[config.mk]
export PLATFORM = sky130hd
export DESIGN_NAME = mem_stage
export DESIGN_NICKNAME = d
export VERILOG_FILES = /design/src/source/mem_pkg.sv /design/src/source/mem_req_if.sv /design/src/source/data_bus_master.sv /design/src/source/load_extend.sv /design/src/source/mem_op_decode.sv /design/src/source/mem_stage.sv
export SDC_FILE = /design/constraint.sdc
export NUM_CORES = 1
export LEC_CHECK = 0
export BUFFER_PORTS_ARGS = -buffer_cell sky130_fd_sc_hd__buf_4
export CAP_MARGIN = 40
export CORE_MARGIN = 1.5
export CORE_UTILIZATION = 40
export CTS_BUF_LIST = sky130_fd_sc_hd__clkbuf_4
export DETAILED_ROUTE_END_ITERATION = 12
export PLACE_DENSITY_LB_ADDON = 0.15
export SLEW_MARGIN = 20
export SYNTH_ARGS = -nofsm -noshare
export SYNTH_HDL_FRONTEND = slang
export SYNTH_HIERARCHICAL = 1
export SYNTH_SLANG_ARGS = --single-unit
export TNS_END_PERCENT = 20
[constraint.sdc]
create_clock -name clk -period 12.65 [get_ports clk]
set_clock_uncertainty 0.15 [all_clocks]
set_input_delay 1.265 -clock clk [delete_from_list [all_inputs] [get_ports clk]]
set_output_delay 1.265 -clock clk [all_outputs]
set_load 0.05 [all_outputs]
[src/source/mem_pkg.sv]
/* shared widths, bus size codes, RV32 load/store funct3 codes and write response codes,
   referenced by scoped name from every RTL file of the memory stage */
`default_nettype none

package mem_pkg;

    localparam int XLEN   = 32;
    localparam int STRB_W = XLEN / 8;

    typedef logic [XLEN-1:0]   addr_t;
    typedef logic [XLEN-1:0]   word_t;
    typedef logic [STRB_W-1:0] strb_t;
    typedef logic [2:0]        size_t;
    typedef logic [1:0]        resp_t;
    typedef logic [2:0]        funct3_t;

    // ========================================
    // bus transfer size, log2 of the byte count
    localparam size_t SIZE_BYTE = 3'd0;
    localparam size_t SIZE_HALF = 3'd1;
    localparam size_t SIZE_WORD = 3'd2;

    // ========================================
    // load/store funct3, bit 2 marks zero extension
    localparam funct3_t F3_B  = 3'b000;
    localparam funct3_t F3_H  = 3'b001;
    localparam funct3_t F3_W  = 3'b010;
    localparam funct3_t F3_BU = 3'b100;
    localparam funct3_t F3_HU = 3'b101;

    // write response codes
    localparam resp_t RESP_OKAY   = 2'b00;
    localparam resp_t RESP_SLVERR = 2'b10;

    // shared by the read and the write machine
    typedef enum logic [0:0] {
        IDLE,
        BUSY
    } bus_state_e;

endpackage

`default_nettype wire

[src/source/mem_req_if.sv]
/* decoded load/store request, driven by the decoder and read by the bus master
   and by the load extension stage */
`default_nettype none

interface mem_req_if;

    // one-cycle start pulses, aligned accesses only
    logic            rd_start;
    logic            wr_start;

    mem_pkg::addr_t  addr;
    // store data already moved into its byte lanes
    mem_pkg::word_t  wdata;
    mem_pkg::size_t  size;
    mem_pkg::strb_t  strb;
    logic            is_unsigned;

    modport decode (
        output rd_start, wr_start, addr, wdata, size, strb, is_unsigned
    );

    modport master (
        input rd_start, wr_start, addr, wdata, size, strb
    );

    // load extension needs the width, signedness and byte offset
    modport result (
        input rd_start, addr, size, is_unsigned
    );

endinterface

`default_nettype wire

[src/source/data_bus_master.sv]
/* read and write bus masters: latch one pending request each and run the
   address, data and response handshakes; reports done levels and bus errors */
`default_nettype none

module data_bus_master (
    input  logic            clk,
    input  logic            rst,
    mem_req_if.master       req,
    // read address / read data
    output logic            ar_valid,
    input  logic            ar_ready,
    output mem_pkg::addr_t  ar_addr,
    output mem_pkg::size_t  ar_size,
    input  logic            r_valid,
    output logic            r_ready,
    // write address / write data / write response
    output logic            aw_valid,
    input  logic            aw_ready,
    output mem_pkg::addr_t  aw_addr,
    output mem_pkg::size_t  aw_size,
    output logic            w_valid,
    input  logic            w_ready,
    output mem_pkg::word_t  w_data,
    output mem_pkg::strb_t  w_strb,
    input  logic            b_valid,
    output logic            b_ready,
    input  mem_pkg::resp_t  b_resp,
    // status
    output logic            rd_done_pulse,
    output logic            load_done,
    output logic            store_done,
    output logic            bus_error
);

    mem_pkg::bus_state_e rd_state;
    mem_pkg::bus_state_e wr_state;
    logic                rd_pending;
    logic                wr_pending;
    logic                aw_sent;
    logic                w_sent;
    logic                rd_accept;
    logic                wr_accept;
    logic                ar_fire;
    logic                b_fire;
    logic                wr_pair_done;

    // ========================================
    // read side
    assign rd_accept     = (rd_state == mem_pkg::IDLE) & ~rd_pending & req.rd_start;
    assign ar_valid      = (rd_state == mem_pkg::IDLE) & rd_pending;
    assign r_ready       = (rd_state == mem_pkg::BUSY);
    assign ar_fire       = ar_valid & ar_ready;
    assign rd_done_pulse = r_valid & r_ready;
    assign load_done     = (rd_state == mem_pkg::IDLE) & ~rd_pending & ~req.rd_start;

    // payload held for the whole handshake
    always_ff @(posedge clk) begin
        if (rd_accept) begin
            ar_addr <= req.addr;
            ar_size <= req.size;
        end
    end

    always_ff @(posedge clk) begin
        if (rst) begin
            rd_state   <= mem_pkg::IDLE;
            rd_pending <= 1'b0;
        end else begin
            if (rd_accept) begin
                rd_pending <= 1'b1;
            end else if (ar_fire) begin
                rd_pending <= 1'b0;
            end
            case (rd_state)
                mem_pkg::IDLE: if (ar_fire) rd_state <= mem_pkg::BUSY;
                default:       if (rd_done_pulse) rd_state <= mem_pkg::IDLE;
            endcase
        end
    end

    // ========================================
    // write side
    assign wr_accept    = (wr_state == mem_pkg::IDLE) & ~wr_pending & req.wr_start;
    assign aw_valid     = (wr_state == mem_pkg::IDLE) & wr_pending & ~aw_sent;
    assign w_valid      = (wr_state == mem_pkg::IDLE) & wr_pending & ~w_sent;
    assign b_ready      = (wr_state == mem_pkg::BUSY);
    assign b_fire       = b_valid & b_ready;
    assign store_done   = (wr_state == mem_pkg::IDLE) & ~wr_pending & ~req.wr_start;
    // both address and data accepted, now or in an earlier cycle
    assign wr_pair_done = wr_pending & ((aw_valid & aw_ready) | aw_sent)
                        & ((w_valid & w_ready) | w_sent);

    always_ff @(posedge clk) begin
        if (wr_accept) begin
            aw_addr <= req.addr;
            aw_size <= req.size;
            w_data  <= req.wdata;
            w_strb  <= req.strb;
        end
    end

    always_ff @(posedge clk) begin
        if (rst) begin
            wr_state   <= mem_pkg::IDLE;
            wr_pending <= 1'b0;
            aw_sent    <= 1'b0;
            w_sent     <= 1'b0;
        end else if (wr_state == mem_pkg::IDLE) begin
            if (wr_pair_done) begin
                wr_state   <= mem_pkg::BUSY;
                wr_pending <= 1'b0;
                aw_sent    <= 1'b0;
                w_sent     <= 1'b0;
            end else begin
                wr_pending <= wr_pending | wr_accept;
                aw_sent    <= aw_sent | (aw_valid & aw_ready);
                w_sent     <= w_sent | (w_valid & w_ready);
            end
        end else if (b_fire) begin
            wr_state <= mem_pkg::IDLE;
        end
    end

    // sticky until reset
    always_ff @(posedge clk) begin
        if (rst) begin
            bus_error <= 1'b0;
        end else if (b_fire && b_resp != mem_pkg::RESP_OKAY) begin
            bus_error <= 1'b1;
        end
    end

    ar_addr_stable: assert property (
        @(posedge clk) disable iff (rst) ar_valid && !ar_ready |=> $stable(ar_addr)
    );

    // read data only accepted once the address went out in the cycle before
    r_ready_after_ar: assert property (
        @(posedge clk) disable iff (rst) $rose(r_ready) |-> $past(ar_fire)
    );

endmodule

`default_nettype wire

[src/source/load_extend.sv]
/* picks the addressed byte or half out of returned read data and sign- or
   zero-extends it; the result is held until the next load completes */
`default_nettype none

module load_extend (
    input  logic            clk,
    input  logic            rst,
    mem_req_if.result       req,
    input  logic            rd_done_pulse,
    input  mem_pkg::word_t  r_data,
    output mem_pkg::word_t  load_data
);

    mem_pkg::size_t size_q;
    logic           unsigned_q;
    logic [1:0]     lane_q;
    mem_pkg::word_t lane_data;
    mem_pkg::word_t extended;
    logic           fill;

    // request attributes, kept until the data comes back
    always_ff @(posedge clk) begin
        if (req.rd_start) begin
            size_q     <= req.size;
            unsigned_q <= req.is_unsigned;
            lane_q     <= req.addr[1:0];
        end
    end

    // addressed field moved down to bit 0
    assign lane_data = r_data >> {lane_q, 3'b000};

    always_comb begin
        case (size_q)
            mem_pkg::SIZE_BYTE: begin
                fill     = ~unsigned_q & lane_data[7];
                extended = {{24{fill}}, lane_data[7:0]};
            end
            mem_pkg::SIZE_HALF: begin
                fill     = ~unsigned_q & lane_data[15];
                extended = {{16{fill}}, lane_data[15:0]};
            end
            default: begin
                fill     = 1'b0;
                extended = r_data;
            end
        endcase
    end

    always_ff @(posedge clk) begin
        if (rst) begin
            load_data <= '0;
        end else if (rd_done_pulse) begin
            load_data <= extended;
        end
    end

endmodule

`default_nettype wire

[src/source/mem_op_decode.sv]
/* decodes funct3 and the address of a load/store request into size, signedness,
   byte strobes and lane-aligned store data; misaligned requests are dropped */
`default_nettype none

module mem_op_decode (
    input  logic            clk,
    input  logic            rst,
    input  logic            load_req,
    input  logic            store_req,
    input  mem_pkg::addr_t  addr,
    input  mem_pkg::word_t  store_data,
    input  mem_pkg::funct3_t funct3,
    output logic            misaligned,
    mem_req_if.decode       req
);

    mem_pkg::size_t size;
    logic           is_unsigned;
    logic           aligned;

    // ========================================
    // width and signedness
    always_comb begin
        case (funct3)
            mem_pkg::F3_B: begin
                size        = mem_pkg::SIZE_BYTE;
                is_unsigned = 1'b0;
            end
            mem_pkg::F3_H: begin
                size        = mem_pkg::SIZE_HALF;
                is_unsigned = 1'b0;
            end
            mem_pkg::F3_BU: begin
                size        = mem_pkg::SIZE_BYTE;
                is_unsigned = 1'b1;
            end
            mem_pkg::F3_HU: begin
                size        = mem_pkg::SIZE_HALF;
                is_unsigned = 1'b1;
            end
            // F3_W and unused codes fall back to a full word
            default: begin
                size        = mem_pkg::SIZE_WORD;
                is_unsigned = 1'b0;
            end
        endcase
    end

    // ========================================
    // lanes and alignment
    always_comb begin
        case (size)
            mem_pkg::SIZE_BYTE: begin
                req.strb = 4'b0001 << addr[1:0];
                aligned  = 1'b1;
            end
            mem_pkg::SIZE_HALF: begin
                req.strb = 4'b0011 << addr[1:0];
                aligned  = ~addr[0];
            end
            default: begin
                req.strb = 4'b1111;
                aligned  = (addr[1:0] == 2'b00);
            end
        endcase
    end

    assign req.wdata       = store_data << {addr[1:0], 3'b000};
    assign req.addr        = addr;
    assign req.size        = size;
    assign req.is_unsigned = is_unsigned;

    // bad accesses never reach the bus
    assign req.rd_start = load_req & aligned;
    assign req.wr_start = store_req & aligned;

    // set one cycle after the offending pulse, held until reset
    always_ff @(posedge clk) begin
        if (rst) begin
            misaligned <= 1'b0;
        end else if ((load_req | store_req) & ~aligned) begin
            misaligned <= 1'b1;
        end
    end

    // the pipeline register issues one access kind per cycle
    one_op_per_cycle: assert property (
        @(posedge clk) disable iff (rst) !(load_req && store_req)
    );

endmodule

`default_nettype wire

[src/source/mem_stage.sv]
/* data memory access block of the memory stage: decode, bus master and load
   extension joined to the pipeline ports and to the read and write buses */
`default_nettype none

module mem_stage (
    input  logic             clk,
    input  logic             rst,
    // pipeline side
    input  logic             load_req,
    input  logic             store_req,
    input  mem_pkg::addr_t   addr,
    input  mem_pkg::word_t   store_data,
    input  mem_pkg::funct3_t funct3,
    output mem_pkg::word_t   load_data,
    output logic             load_done,
    output logic             store_done,
    output logic             error,
    // ========================================
    // read bus
    output logic             ar_valid,
    input  logic             ar_ready,
    output mem_pkg::addr_t   ar_addr,
    output mem_pkg::size_t   ar_size,
    input  logic             r_valid,
    output logic             r_ready,
    input  mem_pkg::word_t   r_data,
    // ========================================
    // write bus
    output logic             aw_valid,
    input  logic             aw_ready,
    output mem_pkg::addr_t   aw_addr,
    output mem_pkg::size_t   aw_size,
    output logic             w_valid,
    input  logic             w_ready,
    output mem_pkg::word_t   w_data,
    output mem_pkg::strb_t   w_strb,
    input  logic             b_valid,
    output logic             b_ready,
    input  mem_pkg::resp_t   b_resp
);

    logic misaligned;
    logic bus_error;
    logic rd_done_pulse;

    mem_req_if req_bus ();

    mem_op_decode decode_i (
        .clk        (clk),
        .rst        (rst),
        .load_req   (load_req),
        .store_req  (store_req),
        .addr       (addr),
        .store_data (store_data),
        .funct3     (funct3),
        .misaligned (misaligned),
        .req        (req_bus.decode)
    );

    data_bus_master master_i (
        .clk (clk), .rst (rst), .req (req_bus.master),
        .ar_valid (ar_valid), .ar_ready (ar_ready), .ar_addr (ar_addr), .ar_size (ar_size),
        .r_valid (r_valid), .r_ready (r_ready),
        .aw_valid (aw_valid), .aw_ready (aw_ready), .aw_addr (aw_addr), .aw_size (aw_size),
        .w_valid (w_valid), .w_ready (w_ready), .w_data (w_data), .w_strb (w_strb),
        .b_valid (b_valid), .b_ready (b_ready), .b_resp (b_resp),
        .rd_done_pulse (rd_done_pulse),
        .load_done (load_done), .store_done (store_done), .bus_error (bus_error)
    );

    load_extend extend_i (
        .clk           (clk),
        .rst           (rst),
        .req           (req_bus.result),
        .rd_done_pulse (rd_done_pulse),
        .r_data        (r_data),
        .load_data     (load_data)
    );

    // both sources are sticky
    assign error = misaligned | bus_error;

endmodule

`default_nettype wire

==> results.yml <==
pwr:
  power.static_leakage_nw: 3.49
  share_clk_of_total_power_pct: 29.4
  power-per-cell-area_nw_per_um2: 131
  intPower_mw: 0.798
  switchingPower_mw: 0.320
  comb_power_share_pct: 19.1
  irDropWorstVdd_mv: 0.0581
  sw_frac_of_total_pct: 28.7
  flop_pwr_share_pct: 51.5
logic_synthesis:
  yosys.area.top_type: "edfxtp_1"
  number_of_unique_standard_cell_types_used_by_synthesis: 41
  netlist.area_leader.share_pct: 53.1
  synthesis.area_sq_um: 6330
  post_synth_inst_count: 467
  yosys_warnings: 6
  synth_seq_cells: 152
  post_syn_area_per_cell_sq_um: 13.6
  synth-main-ff-cell: "edfxtp_1"
  synth_fp_nets: 577
  synth_edf_count: 112
  share_of_flip_flops_with_an_asynchronous_set_or_reset_after_synthesis_pct: 0
  synthTopCellsByArea: "edfxtp_1, dfxtp_1, mux2i_1"
  post_synthesis_sequential_area_ratio_pct: 65.7
cts:
  ctsResizeCount: 0
  htree_levels: 4
  clock_pin_slew_on_the_worst_setup_and_hold_paths_ns: 0.12
  numCtsBuffers: 17
  cts_root_buf: "clkbuf_4"
  hold_buffers: 0
  clock_latency_of_the_later_clocked_register_in_the_worst_skew_pair_ns: 0.54
  clockBufferDepth: 2
  clock-sinks: 152
  cts_setup_buffers: 0
  tritoncts_clock_tree: "yes"
floorplan:
  die_area_sq_um: 16600
  coreArea_sq_um: 15300
  fp.dieW_um: 129
  start_util_pct: 41.4
  ioPinCount: 256
  die_height_um: 129
  rows: 45
drt:
  vias: 4462
  number_of_design_rule_violations_left_after_detail_routing: 0
  drtPass1Iterations: 4
  routed_wirelength_um: 15700
  route.antenna.remaining_nets: 0
  routedWlPerCell_um: 17.2
  dr.first_iter.drc_count: 241
  mean_number_of_vias_per_cell: 4.88
setup_path:
  end_kind: "primary output"
  slowest_stage_delay_cp_ns: 0.43
  crit_chain: "buf_4, o21ai_2, and3_1, nor3_1, buf_4"
  cp_data_required_time_ns: 11.23
  startpoint_type: "input pin"
  critical_path.top_delay_family: "buffers and inverters"
  worst-path-max-fanout: 35
  slowest_stage: "buf_4"
  worst_path_most_repeated_cell: "buf_4"
  arrival_ns: 2.54
  cp.buffers_inverters: 2
  crit_type: "input pin to primary output"
sta:
  maxSlewHeadroom_pct: 47.3
  number_of_hold_slack_violations_in_the_final_timing_report: 0
  rsz0062_at_grt: "no"
  fmax_ghz: 0.253
  report.final.slew_viol_count: 0
  final.period_utilization_pct: 31.2
  slew_worst_pin_ns: 0.789
  final_tns_setup_ns: 0
  post-route-min-period_ns: 3.95
  timing.final.setup_violations: 0
global_route:
  grt_remaining_overflow: 0
  grtUsageTotal_pct: 18.8
  number_of_global_route_vias_before_repair: 4320
  wire_length_of_the_first_global_routing_pass_um: 23300
  antenna_found_initial: 2
  grt_max_degree: 51
placed_design:
  port-buffer-count: 255
  dp_hpwl_um: 11400
  finalWeightedCongestion: 0.836
  placement.cell_area_sq_um: 8210
final_layout:
  final_cell_area_sq_um: 8540
  net_count_final: 798
  fin_util_pct: 55.7
  syn_to_final_growth_pct: 34.8
  fraction_of_final_layout_cells_with_drive_strength_greater_than_1_pct: 44.9
run_status:
  status: "finished, final reports clean"
worst_hold_path:
  hold_class: "flip-flop to flip-flop"
job:
  timing.max_cap.violations: 0
## sequential cells by signal, indices dropped and copies added, names as in the netlist, 2 cells and up
| signal | count |
|---|---|
| extend_i/size_q | 3 |
| master_i/ar_size | 3 |
| extend_i/load_data | 32 |
| master_i/w_strb | 4 |
| master_i/aw_addr | 32 |
| master_i/ar_addr | 32 |
| master_i/w_data | 32 |
| master_i/aw_size | 3 |
| extend_i/lane_q | 2 |
## final timing paths
| path | end | cells past startpoint | startpoint | slack [ns] |
|---|---|---|---|---|
| max | load_done | 5 | addr[0] | 8.70 |
| min | master_i/bus_error | 2 | master_i/bus_error | 0.30 |
| max reg2reg | extend_i/load_data[23] | 5 | extend_i/lane_q[1] | 10.18 |
| min reg2reg | master_i/bus_error | 2 | master_i/bus_error | 0.30 |
## logic make-up after synthesis
kind of cell	count (synthesis)	share of synthesized area, %
multiplexers	42	6.64
buffers and inverters	70	7.07
other	1	0.0592
flip-flops	152	65.7
AND/OR/NAND/NOR	115	9.01
AO/OA/AOI/OAI	87	11.5
## layout make-up
type,instances,area [sq um]
fillers,1324,6780
multi-input cells,245,1730
flip-flops and latches,152,4160
repair buffers,262,2010
inverters,10,37.5
clock buffers,19,143
well taps,211,264
clock inverters,13,179
diodes,2,5.00
## synthesized netlist by cell type (2+ instances only)
library cell and number:
dfxtp_1 40, buf_6 6, a21oi_1 13, buf_2 4
nor2_1 46, a2bb2oi_1 7, o221ai_1 16, nor2b_1 6
or3_1 2, buf_4 36, and2_1 10, o21ai_0 2
and3_1 2, nand2_1 20, o211ai_1 9, a211oi_1 14
clkbuf_1 13, or2_1 3, edfxtp_1 112, nor3_1 7
inv_1 10, mux2i_1 42, a211oi_2 12, nand2b_1 10
o2bb2ai_1 8, a21boi_2 2
## worst register-to-register path: cells and delay by family, from the launching register on
family | cells | cell delay, ns
AO/OA/AOI/OAI | 3 | 0.73
buffers and inverters | 1 | 0.24
flip-flops | 1 | 0.78
AND/OR/NAND/NOR | 1 | 0.45
## placed cells by master (no fill, tap or decap), types with 3 or more instances in the layout
cell type | Yosys | layout
clkbuf_4 | 0 | 19
o211ai_1 | 9 | 9
nand2b_1 | 10 | 10
a211oi_1 | 14 | 14
o2bb2ai_1 | 8 | 8
or2_1 | 3 | 3
and2_1 | 10 | 10
nand2_1 | 20 | 20
inv_1 | 10 | 10
edfxtp_1 | 112 | 112
clkinvlp_4 | 0 | 3
a21oi_1 | 13 | 13
mux2i_1 | 42 | 42
dfxtp_1 | 40 | 40
bufinv_16 | 0 | 4
buf_4 | 36 | 259
nor2_1 | 46 | 46
a211oi_2 | 12 | 12
o221ai_1 | 16 | 16
nor2b_1 | 6 | 5
clkinv_2 | 0 | 3
a2bb2oi_1 | 7 | 7
nor3_1 | 7 | 7
## through the flow
stage	power (mW)	worst slack, ns	std cells	hold slack (ns)
3_5_place_dp	0.802	8.68	880	0.293
5_1_grt	1.17	8.56	914	0.331
3_3_place_gp	0.795	8.72	876	0.285
6_report	1.12	8.70	914	0.302
4_1_cts	1.13	8.68	912	0.310
2_1_floorplan	0.729	4.88	467	0.265
## routing by layer
metal | vias to the layer above | global-route usage [%] | wire length (um)
li1 | 2143 | - | -
met2 | 180 | 31.5 | 7800
met3 | 18 | 7.78 | 1380
met5 | - | 0 | 0
met4 | 0 | 6.68 | 229
met1 | 2121 | 21.9 | 6310
## power groups by stage
stage          clock (mW)  combinational, mW  sequential [mW]
5_1_grt             0.362              0.226            0.579
3_3_place_gp            0              0.208            0.587
4_1_cts             0.339              0.215            0.576
3_5_place_dp            0              0.214            0.587
6_report            0.329              0.213            0.576
2_1_floorplan           0             0.0717            0.657
Power figures use the tool's default switching activity.
